File: src/include/sha256_cfg.svh
`ifndef SHA256_CFG_SVH
`define SHA256_CFG_SVH

// word size of the hash, every add is modulo 2^32
`define SHA_WORD_W 32

// one message block is sixteen words
`define SHA_BLOCK_WORDS 16

// chaining value H0..H7
`define SHA_DIGEST_WORDS 8

// rounds of the compression function
`define SHA_ROUNDS 64

`endif

File: src/hdl/sha256_pkg.sv
`default_nettype none

`include "sha256_cfg.svh"

package sha256_pkg;

  typedef logic [`SHA_WORD_W-1:0] word_t;
  typedef logic [`SHA_BLOCK_WORDS*`SHA_WORD_W-1:0] block_t;   // word 0 in the msbs
  typedef logic [`SHA_DIGEST_WORDS*`SHA_WORD_W-1:0] digest_t; // H0 in the msbs
  typedef logic [$clog2(`SHA_ROUNDS)-1:0] round_idx_t;

  typedef enum logic [2:0] {
    IDLE,
    INIT_HASH,
    LOAD,
    ROUND,
    UPDATE,
    ACK
  } ctrl_state_t;

  // round constants, first 32 bits of the fractional parts of the cube roots of the primes
  localparam word_t SHA_K [`SHA_ROUNDS] = '{
    32'h428a2f98, 32'h71374491, 32'hb5c0fbcf, 32'he9b5dba5,
    32'h3956c25b, 32'h59f111f1, 32'h923f82a4, 32'hab1c5ed5,
    32'hd807aa98, 32'h12835b01, 32'h243185be, 32'h550c7dc3,
    32'h72be5d74, 32'h80deb1fe, 32'h9bdc06a7, 32'hc19bf174,
    32'he49b69c1, 32'hefbe4786, 32'h0fc19dc6, 32'h240ca1cc,
    32'h2de92c6f, 32'h4a7484aa, 32'h5cb0a9dc, 32'h76f988da,
    32'h983e5152, 32'ha831c66d, 32'hb00327c8, 32'hbf597fc7,
    32'hc6e00bf3, 32'hd5a79147, 32'h06ca6351, 32'h14292967,
    32'h27b70a85, 32'h2e1b2138, 32'h4d2c6dfc, 32'h53380d13,
    32'h650a7354, 32'h766a0abb, 32'h81c2c92e, 32'h92722c85,
    32'ha2bfe8a1, 32'ha81a664b, 32'hc24b8b70, 32'hc76c51a3,
    32'hd192e819, 32'hd6990624, 32'hf40e3585, 32'h106aa070,
    32'h19a4c116, 32'h1e376c08, 32'h2748774c, 32'h34b0bcb5,
    32'h391c0cb3, 32'h4ed8aa4a, 32'h5b9cca4f, 32'h682e6ff3,
    32'h748f82ee, 32'h78a5636f, 32'h84c87814, 32'h8cc70208,
    32'h90befffa, 32'ha4506ceb, 32'hbef9a3f7, 32'hc67178f2
  };

  // initial hash value H0..H7
  localparam digest_t SHA_IV = {
    32'h6a09e667, 32'hbb67ae85, 32'h3c6ef372, 32'ha54ff53a,
    32'h510e527f, 32'h9b05688c, 32'h1f83d9ab, 32'h5be0cd19
  };

  // rotate right, shared by the schedule and the round function
  function automatic word_t rotr(word_t x, int unsigned n);
    return (x >> n) | (x << (`SHA_WORD_W - n));
  endfunction

endpackage

`default_nettype wire

File: src/hdl/sha256_ctl_if.sv
`default_nettype none

// strobes from the phase sequencer to the datapath
interface sha256_ctl_if;
  import sha256_pkg::*;

  logic       init_hash;  // H <= IV when the request is a first block
  logic       load;       // window <= block, a..h <= H
  logic       step;       // one round per cycle
  round_idx_t round_idx;
  logic       update;     // H <= H + a..h

  modport ctrl (output init_hash, load, step, round_idx, update);
  modport sched (input load, step);
  modport round (input load, step, round_idx);
  modport hregs (input init_hash, update);

endinterface

`default_nettype wire

File: src/hdl/sha256_core.sv
`default_nettype none

module sha256_core (
  input  wire logic                i_clk,
  input  wire logic                i_n_reset,
  input  wire logic                i_req,
  input  wire logic                i_first,
  input  wire sha256_pkg::block_t  i_block,
  output logic                     o_ack,
  output sha256_pkg::digest_t      o_digest
);
  import sha256_pkg::*;

  word_t   w;     // schedule word for the current round
  digest_t hash;  // chaining value H0..H7
  digest_t work;  // a..h after the last round

  sha256_ctl_if u_ctl_if ();

  sha256_ctrl u_ctrl (
    .i_clk     (i_clk),
    .i_n_reset (i_n_reset),
    .i_req     (i_req),
    .o_ack     (o_ack),
    .ctl       (u_ctl_if.ctrl)
  );

  sha256_hash_regs u_hash_regs (
    .i_clk     (i_clk),
    .i_n_reset (i_n_reset),
    .i_first   (i_first),
    .ctl       (u_ctl_if.hregs),
    .i_work    (work),
    .o_hash    (hash)
  );

  sha256_msg_sched u_msg_sched (
    .i_clk     (i_clk),
    .i_n_reset (i_n_reset),
    .i_block   (i_block),
    .ctl       (u_ctl_if.sched),
    .o_w       (w)
  );

  sha256_round u_round (
    .i_clk     (i_clk),
    .i_n_reset (i_n_reset),
    .ctl       (u_ctl_if.round),
    .i_w       (w),
    .i_hash    (hash),
    .o_work    (work)
  );

  assign o_digest = hash;

endmodule

`default_nettype wire

File: src/hdl/sha256_ctrl.sv
`default_nettype none

`include "sha256_cfg.svh"

module sha256_ctrl (
  input  wire logic  i_clk,
  input  wire logic  i_n_reset,
  input  wire logic  i_req,
  output logic       o_ack,
  sha256_ctl_if.ctrl ctl
);
  import sha256_pkg::*;

  localparam round_idx_t LAST_ROUND = round_idx_t'(`SHA_ROUNDS - 1);

  ctrl_state_t state_q;
  ctrl_state_t state_d;
  round_idx_t  round_q;

  always_comb begin
    state_d = state_q;
    case (state_q)
      IDLE:      if (i_req) state_d = INIT_HASH;
      INIT_HASH: state_d = LOAD;
      LOAD:      state_d = ROUND;
      ROUND:     if (round_q == LAST_ROUND) state_d = UPDATE;
      UPDATE:    state_d = ACK;
      ACK:       if (!i_req) state_d = IDLE;  // hold while the host keeps req up
      default:   state_d = IDLE;
    endcase
  end

  always_ff @(posedge i_clk or negedge i_n_reset) begin
    if (!i_n_reset) begin
      state_q <= IDLE;
      round_q <= '0;
    end else begin
      state_q <= state_d;
      if (state_q == ROUND)
        round_q <= round_q + round_idx_t'(1);  // wraps back to 0 after the last round
    end
  end

  // phase decode
  assign ctl.init_hash = (state_q == INIT_HASH);
  assign ctl.load      = (state_q == LOAD);
  assign ctl.step      = (state_q == ROUND);
  assign ctl.update    = (state_q == UPDATE);
  assign ctl.round_idx = round_q;
  assign o_ack         = (state_q == ACK);

  a_step_alone: assert property (@(posedge i_clk) disable iff (!i_n_reset)
    ctl.step |-> !(ctl.load || ctl.update));

  // the digest must be folded in before the host sees ack
  a_ack_after_update: assert property (@(posedge i_clk) disable iff (!i_n_reset)
    $rose(o_ack) |-> $past(state_q == UPDATE));

  a_idx_wrap: assert property (@(posedge i_clk) disable iff (!i_n_reset)
    (ctl.round_idx == '0 && $past(ctl.round_idx) != '0)
      |-> $past(ctl.step && ctl.round_idx == LAST_ROUND));

endmodule

`default_nettype wire

File: src/hdl/sha256_hash_regs.sv
`default_nettype none

`include "sha256_cfg.svh"

module sha256_hash_regs (
  input  wire logic                i_clk,
  input  wire logic                i_n_reset,
  input  wire logic                i_first,
  sha256_ctl_if.hregs              ctl,
  input  wire sha256_pkg::digest_t i_work,
  output sha256_pkg::digest_t      o_hash
);
  import sha256_pkg::*;

  digest_t h_q;
  digest_t h_sum;

  // word-wise add, no carry between H words
  always_comb begin
    for (int i = 0; i < `SHA_DIGEST_WORDS; i++)
      h_sum[i*`SHA_WORD_W +: `SHA_WORD_W] = h_q[i*`SHA_WORD_W +: `SHA_WORD_W]
                                          + i_work[i*`SHA_WORD_W +: `SHA_WORD_W];
  end

  always_ff @(posedge i_clk or negedge i_n_reset) begin
    if (!i_n_reset)
      h_q <= '0;
    else if (ctl.init_hash && i_first)
      h_q <= SHA_IV;  // new message
    else if (ctl.update)
      h_q <= h_sum;
  end

  assign o_hash = h_q;

  a_no_overlap: assert property (@(posedge i_clk) disable iff (!i_n_reset)
    !(ctl.update && ctl.init_hash));

endmodule

`default_nettype wire

File: src/hdl/sha256_msg_sched.sv
`default_nettype none

`include "sha256_cfg.svh"

module sha256_msg_sched (
  input  wire logic             i_clk,
  input  wire logic             i_n_reset,
  input  wire sha256_pkg::block_t i_block,
  sha256_ctl_if.sched           ctl,
  output sha256_pkg::word_t     o_w
);
  import sha256_pkg::*;

  localparam int LAST = `SHA_BLOCK_WORDS - 1;

  word_t w_q [`SHA_BLOCK_WORDS];  // w_q[0] holds W[t]
  word_t w_next;

  function automatic word_t gamma0(word_t x);
    return rotr(x, 7) ^ rotr(x, 18) ^ (x >> 3);
  endfunction

  function automatic word_t gamma1(word_t x);
    return rotr(x, 17) ^ rotr(x, 19) ^ (x >> 10);
  endfunction

  // W[t+16] from W[t+14], W[t+9], W[t+1] and W[t]
  assign w_next = gamma1(w_q[14]) + w_q[9] + gamma0(w_q[1]) + w_q[0];

  always_ff @(posedge i_clk or negedge i_n_reset) begin
    if (!i_n_reset) begin
      for (int i = 0; i < `SHA_BLOCK_WORDS; i++)
        w_q[i] <= '0;
    end else if (ctl.load) begin
      for (int i = 0; i < `SHA_BLOCK_WORDS; i++)
        w_q[i] <= i_block[(LAST - i)*`SHA_WORD_W +: `SHA_WORD_W];  // big endian word order
    end else if (ctl.step) begin
      for (int i = 0; i < LAST; i++)
        w_q[i] <= w_q[i+1];
      w_q[LAST] <= w_next;
    end
  end

  assign o_w = w_q[0];

endmodule

`default_nettype wire

File: src/hdl/sha256_round.sv
`default_nettype none

module sha256_round (
  input  wire logic                i_clk,
  input  wire logic                i_n_reset,
  sha256_ctl_if.round              ctl,
  input  wire sha256_pkg::word_t   i_w,
  input  wire sha256_pkg::digest_t i_hash,
  output sha256_pkg::digest_t      o_work
);
  import sha256_pkg::*;

  word_t a, b, c, d, e, f, g, h;  // working registers
  word_t t1;
  word_t t2;

  function automatic word_t sigma0(word_t x);
    return rotr(x, 2) ^ rotr(x, 13) ^ rotr(x, 22);
  endfunction

  function automatic word_t sigma1(word_t x);
    return rotr(x, 6) ^ rotr(x, 11) ^ rotr(x, 25);
  endfunction

  function automatic word_t ch(word_t x, word_t y, word_t z);
    return (x & y) ^ (~x & z);
  endfunction

  function automatic word_t maj(word_t x, word_t y, word_t z);
    return (x & y) ^ (x & z) ^ (y & z);
  endfunction

  assign t1 = h + sigma1(e) + ch(e, f, g) + SHA_K[ctl.round_idx] + i_w;
  assign t2 = sigma0(a) + maj(a, b, c);

  always_ff @(posedge i_clk or negedge i_n_reset) begin
    if (!i_n_reset) begin
      {a, b, c, d, e, f, g, h} <= '0;
    end else if (ctl.load) begin
      {a, b, c, d, e, f, g, h} <= i_hash;  // start from the current chaining value
    end else if (ctl.step) begin
      {b, c, d} <= {a, b, c};
      {f, g, h} <= {e, f, g};
      a <= t1 + t2;
      e <= d + t1;
    end
  end

  assign o_work = {a, b, c, d, e, f, g, h};

  // an X in H or the window would spread through all of a..h from here on
  a_work_known: assert property (@(posedge i_clk) disable iff (!i_n_reset)
    $past(ctl.load) |-> !$isunknown(o_work));

endmodule

`default_nettype wire

File: config.mk
export PLATFORM = sky130hd
export DESIGN_NAME = sha256_core
export DESIGN_NICKNAME = d
export VERILOG_FILES = /design/src/hdl/sha256_pkg.sv /design/src/hdl/sha256_ctl_if.sv /design/src/hdl/sha256_core.sv /design/src/hdl/sha256_ctrl.sv /design/src/hdl/sha256_hash_regs.sv /design/src/hdl/sha256_msg_sched.sv /design/src/hdl/sha256_round.sv
export VERILOG_INCLUDE_DIRS = /design/src /design/src/include
export SDC_FILE = /design/constraint.sdc
export NUM_CORES = 2
export LEC_CHECK = 0
export BUFFER_PORTS_ARGS = -buffer_cell sky130_fd_sc_hd__buf_2
export CAP_MARGIN = 30
export CORE_AREA = 3 3 444 314
export DETAILED_ROUTE_END_ITERATION = 7
export DIE_AREA = 0 0 447 317
export GPL_TIMING_DRIVEN = 0
export PLACE_DENSITY = 0.84
export SYNTH_ARGS = -nofsm -noshare
export SYNTH_HDL_FRONTEND = slang
export SYNTH_HIERARCHICAL = 1
export SYNTH_SLANG_ARGS = --single-unit
export TNS_END_PERCENT = 20
File: constraint.sdc
create_clock -name i_clk -period 7.85 [get_ports i_clk]
set_input_delay 1.57 -clock i_clk [delete_from_list [all_inputs] [get_ports i_clk]]
set_output_delay 1.57 -clock i_clk [all_outputs]
set_load 0.01 [all_outputs]
* Word-level counts from Yosys, hierarchy flattened
Memories as Yosys holds them, arrays and structs flattened. Index checks and enable logic that the tools add are counted.
Operators by class: shift-type cells 0, bitwise gates (word level) 28, eq/ne operators 9, multiplexer cells 26, reductions and logical operators 5, div/mod/pow operators 0, $add $sub $neg 19, magnitude comparators 1, multiply operators 0
Operators by type and width (count):
- $mux 512 | 2
- $add 32x32->32 | 18
- $mux 32 | 18
- $mux 256 | 2
- $xor 32x32->32 | 9
- $and 32x32->32 | 5
- $not 32->32 | 1
- $or 10x32->32 | 1
- $or 13x32->32 | 1
- $or 14x32->32 | 1
- $or 15x32->32 | 1
- $or 19x32->32 | 1
- $or 21x32->32 | 1
- $or 25x32->32 | 1
- $or 26x32->32 | 1
- $or 30x32->32 | 1
- $or 7x32->32 | 1
- $xor 32x22->32 | 1
- $xor 32x29->32 | 1
- $pmux 3 s6 | 1
- $mux 3 | 3
- $ge 7x7->1 const B | 1
- $not 6->7 | 1
- $add 6x1->6 const B | 1
- 10 further kinds | 14
Word-level totals: memory bits (read-only) 2048, bits in registers 1033, memories kept 1, RAM bits 0, latch bits 0
Memories:
- (name not given) | words 64, bits a word 32, read ports 1, clocked after Yosys merged registers in 0, wr ports 0, line sha256_round.sv:33 | assign t1 = h + sigma1(e) + ch(e, f, g) + SHA_K[ctl.round_idx] + i_w;

* Depth between registers and ports, before layout
word-level depth 10, gate-level depth with buffers 39

* Cells and area by module
Netlist, hierarchy kept.
Modules (own cells, without submodules):
- sha256_msg_sched | cells each 2828, area each 27816.7 um^2, seq. area each 12812.3 um^2, instances 1
- sha256_round | cells each 2823, area each 24094.4 um^2, seq. area each 6406.1 um^2, instances 1
- sha256_hash_regs | cells each 2594, area each 22022.4 um^2, seq. area each 6406.1 um^2, instances 1
- sha256_ctrl | cells each 40, area each 437.9 um^2, seq. area each 225.2 um^2, instances 1

* Worst setup path after synthesis
OpenSTA, ideal clock, no wires.
kind register to register, start reg u_ctrl.round_q[1], in the netlist u_ctrl/ctl.round_idx[1], end reg u_round.a[31], library setup time 0.069 ns, required time 7.781 ns, data arrival time 7.729 ns, stages on the path, launching flop included 33, slack 0.052 ns, path buffers 2, period minus slack after synthesis 7.798 ns, path through dfrtp_1 -> clkbuf_1 -> inv_1 -> ha_1 -> clkbuf_1 -> nand2_1 -> a21oi_1 -> a21oi_1 -> mux4_2 -> fa_1 -> inv_1 -> fa_1 -> inv_1 -> ha_1 -> o21a_1 -> nand3_1 -> o22a_1 -> or3_1 -> a31oi_1 -> a21oi_1 -> o21ai_1 -> a31oi_1 -> xor2_1 -> fa_1 -> inv_1 -> ha_1 -> a21o_1 -> a21o_1 -> or4_1 -> o311ai_0 -> a211oi_1 -> or3_1 -> nand3_1
On the way: word-level cells in the longest chain between the ends 9
Ends and longest elaborated chain:
- start, declared | line sha256_ctrl.sv:18 | round_idx_t round_q;
- start signal, assigned | line sha256_ctrl.sv:40 | round_q <= round_q + round_idx_t'(1);
- $not 6->7 (implied by the code) | line sha256_round.sv:33
- $mem_v2 64x32
- $mux 32 (implied by the code) (2 in series) | line sha256_round.sv:33
- $add 32x32->32 (2 in series) | line sha256_round.sv:33
- $add 32x32->32 | line sha256_round.sv:44 | a <= t1 + t2;
- $mux 32 | line sha256_round.sv:41 | end else if (ctl.step) begin
- $mux 32 | line sha256_round.sv:39 | end else if (ctl.load) begin
- end signal, assigned | line sha256_round.sv:40 | {a, b, c, d, e, f, g, h} <= i_hash;
- end signal, assigned | line sha256_round.sv:44
- end, declared | line sha256_round.sv:13 | word_t a, b, c, d, e, f, g, h;
Every way passes these cells. The select of a mux whose other input is x is not followed. A chain may end at the register's enable or synchronous reset.

* Final worst setup path
start reg u_ctrl.round_q[0], in the netlist u_ctrl/ctl.round_idx[0], end reg u_round.a[26]
Same word-level chain as after synthesis.

==> results.md <==
* Flops & latches, synth at 1033
* Crit path required time at 8.49 ns
* Largest net degree at the start of global routing at 164
* Final net count at 10.4k
* Total gr overflow at 0
* Type of the most critical hold path: flip-flop to flip-flop
* Placed cell areas at 81400 µm²
* WP depth at 35
* First-pass GRT wire length at 495000 µm
* DRT Pass-1 Iters at 6
* Crit path capture: u_round/a[26]
* Most common flop cell mapped by yosys: dfrtp_1
* Dpl ws at -2.58 ns
* Dpl hpwl at 277000 µm
* Clk_skew at 0.0483 ns
* Global Route met2 Usage at 0.669
* Busiest metal layer after global routing: met2
* Num CTS Buffers at 106
* Worst-path fanout max at 6
* Slew HR at 0.165
* CTS root buf: clkbuf_16
* Vias in the first global route at 70.3k
* Antenna violations before repair at 52
* Final worst path period share at 1.06
* Placed cells at 10.9k
* Crit path DAT at 8.98 ns
* Cell area after layout at 87300 µm²
* Sequential area share after synthesis at 0.348
* Skew-Pair Late Insertion Delay at 0.79 ns
* Setup TNS at -3.94 ns
* Status: complete, but fails checks
* # rows at 113
* RSZ-0062 raised after global routing: true
* Reg-to-Reg End: u_round/a[26]
* Failing checks: setup timing
* Routed WL at 353000 µm
* Chip Width at 447 µm
* Final Critical Period at 8.34 ns
* Total core area at 135000 µm²
* Setup crit end kind: flip-flop
* Syn nets at 9383
* Post-synth EDFFs at 0
* ANT nets after route at 0
* Crit path from: u_ctrl/ctl.round_idx[0]
* Via/cell ratio at 6.66
* Critical path launch point type: flip-flop
* DR DRC count at 0
* Port Buf Inserts at 772
* Tot GR Track Use at 0.485
* Max-slew violations at 0
* Layout cells sized above 1 at 0.159
* Buffers & Inverters on Critical Path at 7
* # clock sinks at 1033
* Initial core utilization at 0.549
* Critical path's top delay family: compound AO/OA/AOI/OAI gates
* Peak Freq at 120 MHz
* CTS tree: done
* Cell area after synthesis at 74400 µm²
* Slew @ Worst Pin at 1.24 ns
* Ys Warns at 6
* Non-Filler Instances at 11.2k
* WS Path Type: flip-flop to flip-flop
* Reg2Reg Depth at 35
* H-tree level count at 3
* WL/cell at 31.5 µm
* Initial DRC Count at 11.5k
* # IOs at 773
* Syn Inst Count at 8285
* Final setup violation count at 17
* Worst reg2reg path startpoint: u_ctrl/ctl.round_idx[0]
* Post-synth ARST share at 1.00
* Area Growth Syn to Fin at 17.4%
* Synth cell types at 107
* Synth Area per Inst at 8.98 µm²
* GRT met1 Usage at 0.629
* Post-route setup slack at -0.492 ns
* Max_cap viols at 0
* Routability cong. at 1.16
* Grt met3 use at 0.182
* Most frequent CP cell: inv_2
* Vias at 74.6k
* Die height at 317 µm
* DIE AREA at 142000 µm²
* Critical path's slowest cell: fa_1
* Clock transition at path regs at 0.07 ns
* Final Hold Viols at 0
* Max incr delay on CP at 0.54 ns
* Reg2Reg Setup Slack at -0.49 ns
* Max Root-Sink Buffers at 3
==> Yosys cell counts (10+ instances only) <==
cell type / count / area share
nand4_1: 35 / 0.0029
or3_1: 16 / 0.0013
xnor2_1: 366 / 0.043
nand2_1: 1073 / 0.054
and2_1: 13 / 0.0011
o211ai_1: 38 / 0.0038
ha_1: 387 / 0.065
a2bb2oi_1: 10 / 0.0012
a211o_1: 18 / 0.0021
mux2i_1: 813 / 0.11
and3_1: 65 / 0.0055
buf_2: 27 / 0.0018
fa_1: 195 / 0.052
dfrtp_1: 1033 / 0.35
a31oi_1: 63 / 0.0053
a311oi_1: 10 / 0.0012
nand2b_1: 48 / 0.0040
o21ai_0: 1033 / 0.070
o22ai_1: 15 / 0.0013
buf_4: 32 / 0.0032
a21oi_1: 489 / 0.033
o21bai_1: 50 / 0.0050
o21a_1: 46 / 0.0046
a211oi_1: 74 / 0.0075
xor2_1: 192 / 0.023
nor3_1: 69 / 0.0046
buf_1: 60 / 0.0030
o311ai_0: 12 / 0.0014
a21o_1: 225 / 0.023
nand3_1: 105 / 0.0071
nor2_1: 382 / 0.019
inv_1: 433 / 0.022
mux2_2: 26 / 0.0039
nor3b_1: 15 / 0.0015
o21ai_1: 69 / 0.0046
nor2b_1: 54 / 0.0045
o31ai_1: 24 / 0.0024
o2111ai_1: 10 / 0.0012
clkbuf_1: 440 / 0.022
and4_1: 10 / 0.0012
==> flip-flops by register name, summed over array words and instances (netlist names) <==
signal / cells
u_msg_sched/o_w: 32
u_round/a: 32
u_round/d: 32
u_msg_sched/w_q: 480
u_ctrl/ctl.round_idx: 6
u_round/h: 32
u_round/e: 32
u_round/f: 32
u_round/g: 32
u_hash_regs/o_hash: 256
u_round/c: 32
u_round/b: 32
u_ctrl/state_q: 3
==> cell type report <==
class	instances	area, µm²
multi-input cells	6258	45900
well taps	1782	2230
flip-flops and latches	1033	25900
repair buffers	895	5360
inverters	434	1640
fillers	11200	48200
plain buffers	555	2440
clock inverters	46	667
diodes	55	138
clock buffers	150	3030
==> per-layer routing <==
metal,vias to the layer above,part of all wire
li1,30900,-
met1,36100,0.37
met2,6200,0.40
met3,1381,0.15
met4,34,0.085
met5,-,0.00065
==> cells in the final DEF, fill, tap and decap left out, types with 62 or more instances in the layout <==
| master | synthesis | layout |
|---|---|---|
| clkbuf_16 | 0 | 109 |
| a21o_1 | 225 | 224 |
| nand3_1 | 105 | 104 |
| buf_4 | 32 | 97 |
| mux2i_1 | 813 | 813 |
| ha_1 | 387 | 352 |
| buf_2 | 27 | 815 |
| a21oi_1 | 489 | 455 |
| nand2_1 | 1073 | 1058 |
| o21ai_1 | 69 | 72 |
| dfrtp_1 | 1033 | 1029 |
| xor2_1 | 192 | 186 |
| o21ai_0 | 1033 | 1017 |
| nor2_1 | 382 | 366 |
| clkbuf_1 | 440 | 420 |
| fa_1 | 195 | 194 |
| nor3_1 | 69 | 67 |
| a211oi_1 | 74 | 63 |
| and3_1 | 65 | 62 |
| xnor2_1 | 366 | 352 |
| inv_1 | 433 | 417 |
==> cells by family (layout without fill, tap and decap cells) <==
logic type	after synthesis	count (layout)	synth area share
other	0	55	0
adders and majority gates	584	584	0.118
xor gates and xnor gates	559	559	0.0660
AOI/OAI and AO/OA	2339	2339	0.188
and+or+nand+nor	1928	1928	0.112
DFF	1033	1033	0.348
buffers and inverters	994	2080	0.0523
muxes	848	848	0.116
==> stage by stage <==
step / util / hold WS (ns)
floorplan: - / 0.465
global placement: 0.594 / 0.485
detailed placement: 0.601 / 0.497
CTS: 0.640 / 0.509
global route: 0.644 / 0.546
finish: 0.644 / 0.511
==> repair_timing <==
action | in CTS | in global routing
endpoints found under the setup margin | 53 | 28
buffers inserted | 50 | 12
hold buffers | 0 | 0
pin swaps | 83 | 66
resized for setup | 285 | 81
cloned | 1 | 0
==> worst min-delay path by stage <==
stage	cells after the start	end	slack (ns)	from
after floorplan	1	u_ctrl/ctl.round_idx[4]	0.46	u_ctrl/ctl.round_idx[4]
after global placement	1	u_ctrl/ctl.round_idx[4]	0.48	u_ctrl/ctl.round_idx[4]
after detailed placement	1	u_ctrl/ctl.round_idx[4]	0.50	u_ctrl/ctl.round_idx[4]
after CTS	1	u_ctrl/ctl.round_idx[4]	0.51	u_ctrl/ctl.round_idx[4]
after global routing	1	u_ctrl/ctl.round_idx[4]	0.55	u_ctrl/ctl.round_idx[4]
final	1	u_ctrl/ctl.round_idx[4]	0.51	u_ctrl/ctl.round_idx[4]
Power is left out: the tool's default activity adds up to more than one toggle a clock period on the data nets, which glitch-free logic cannot reach.
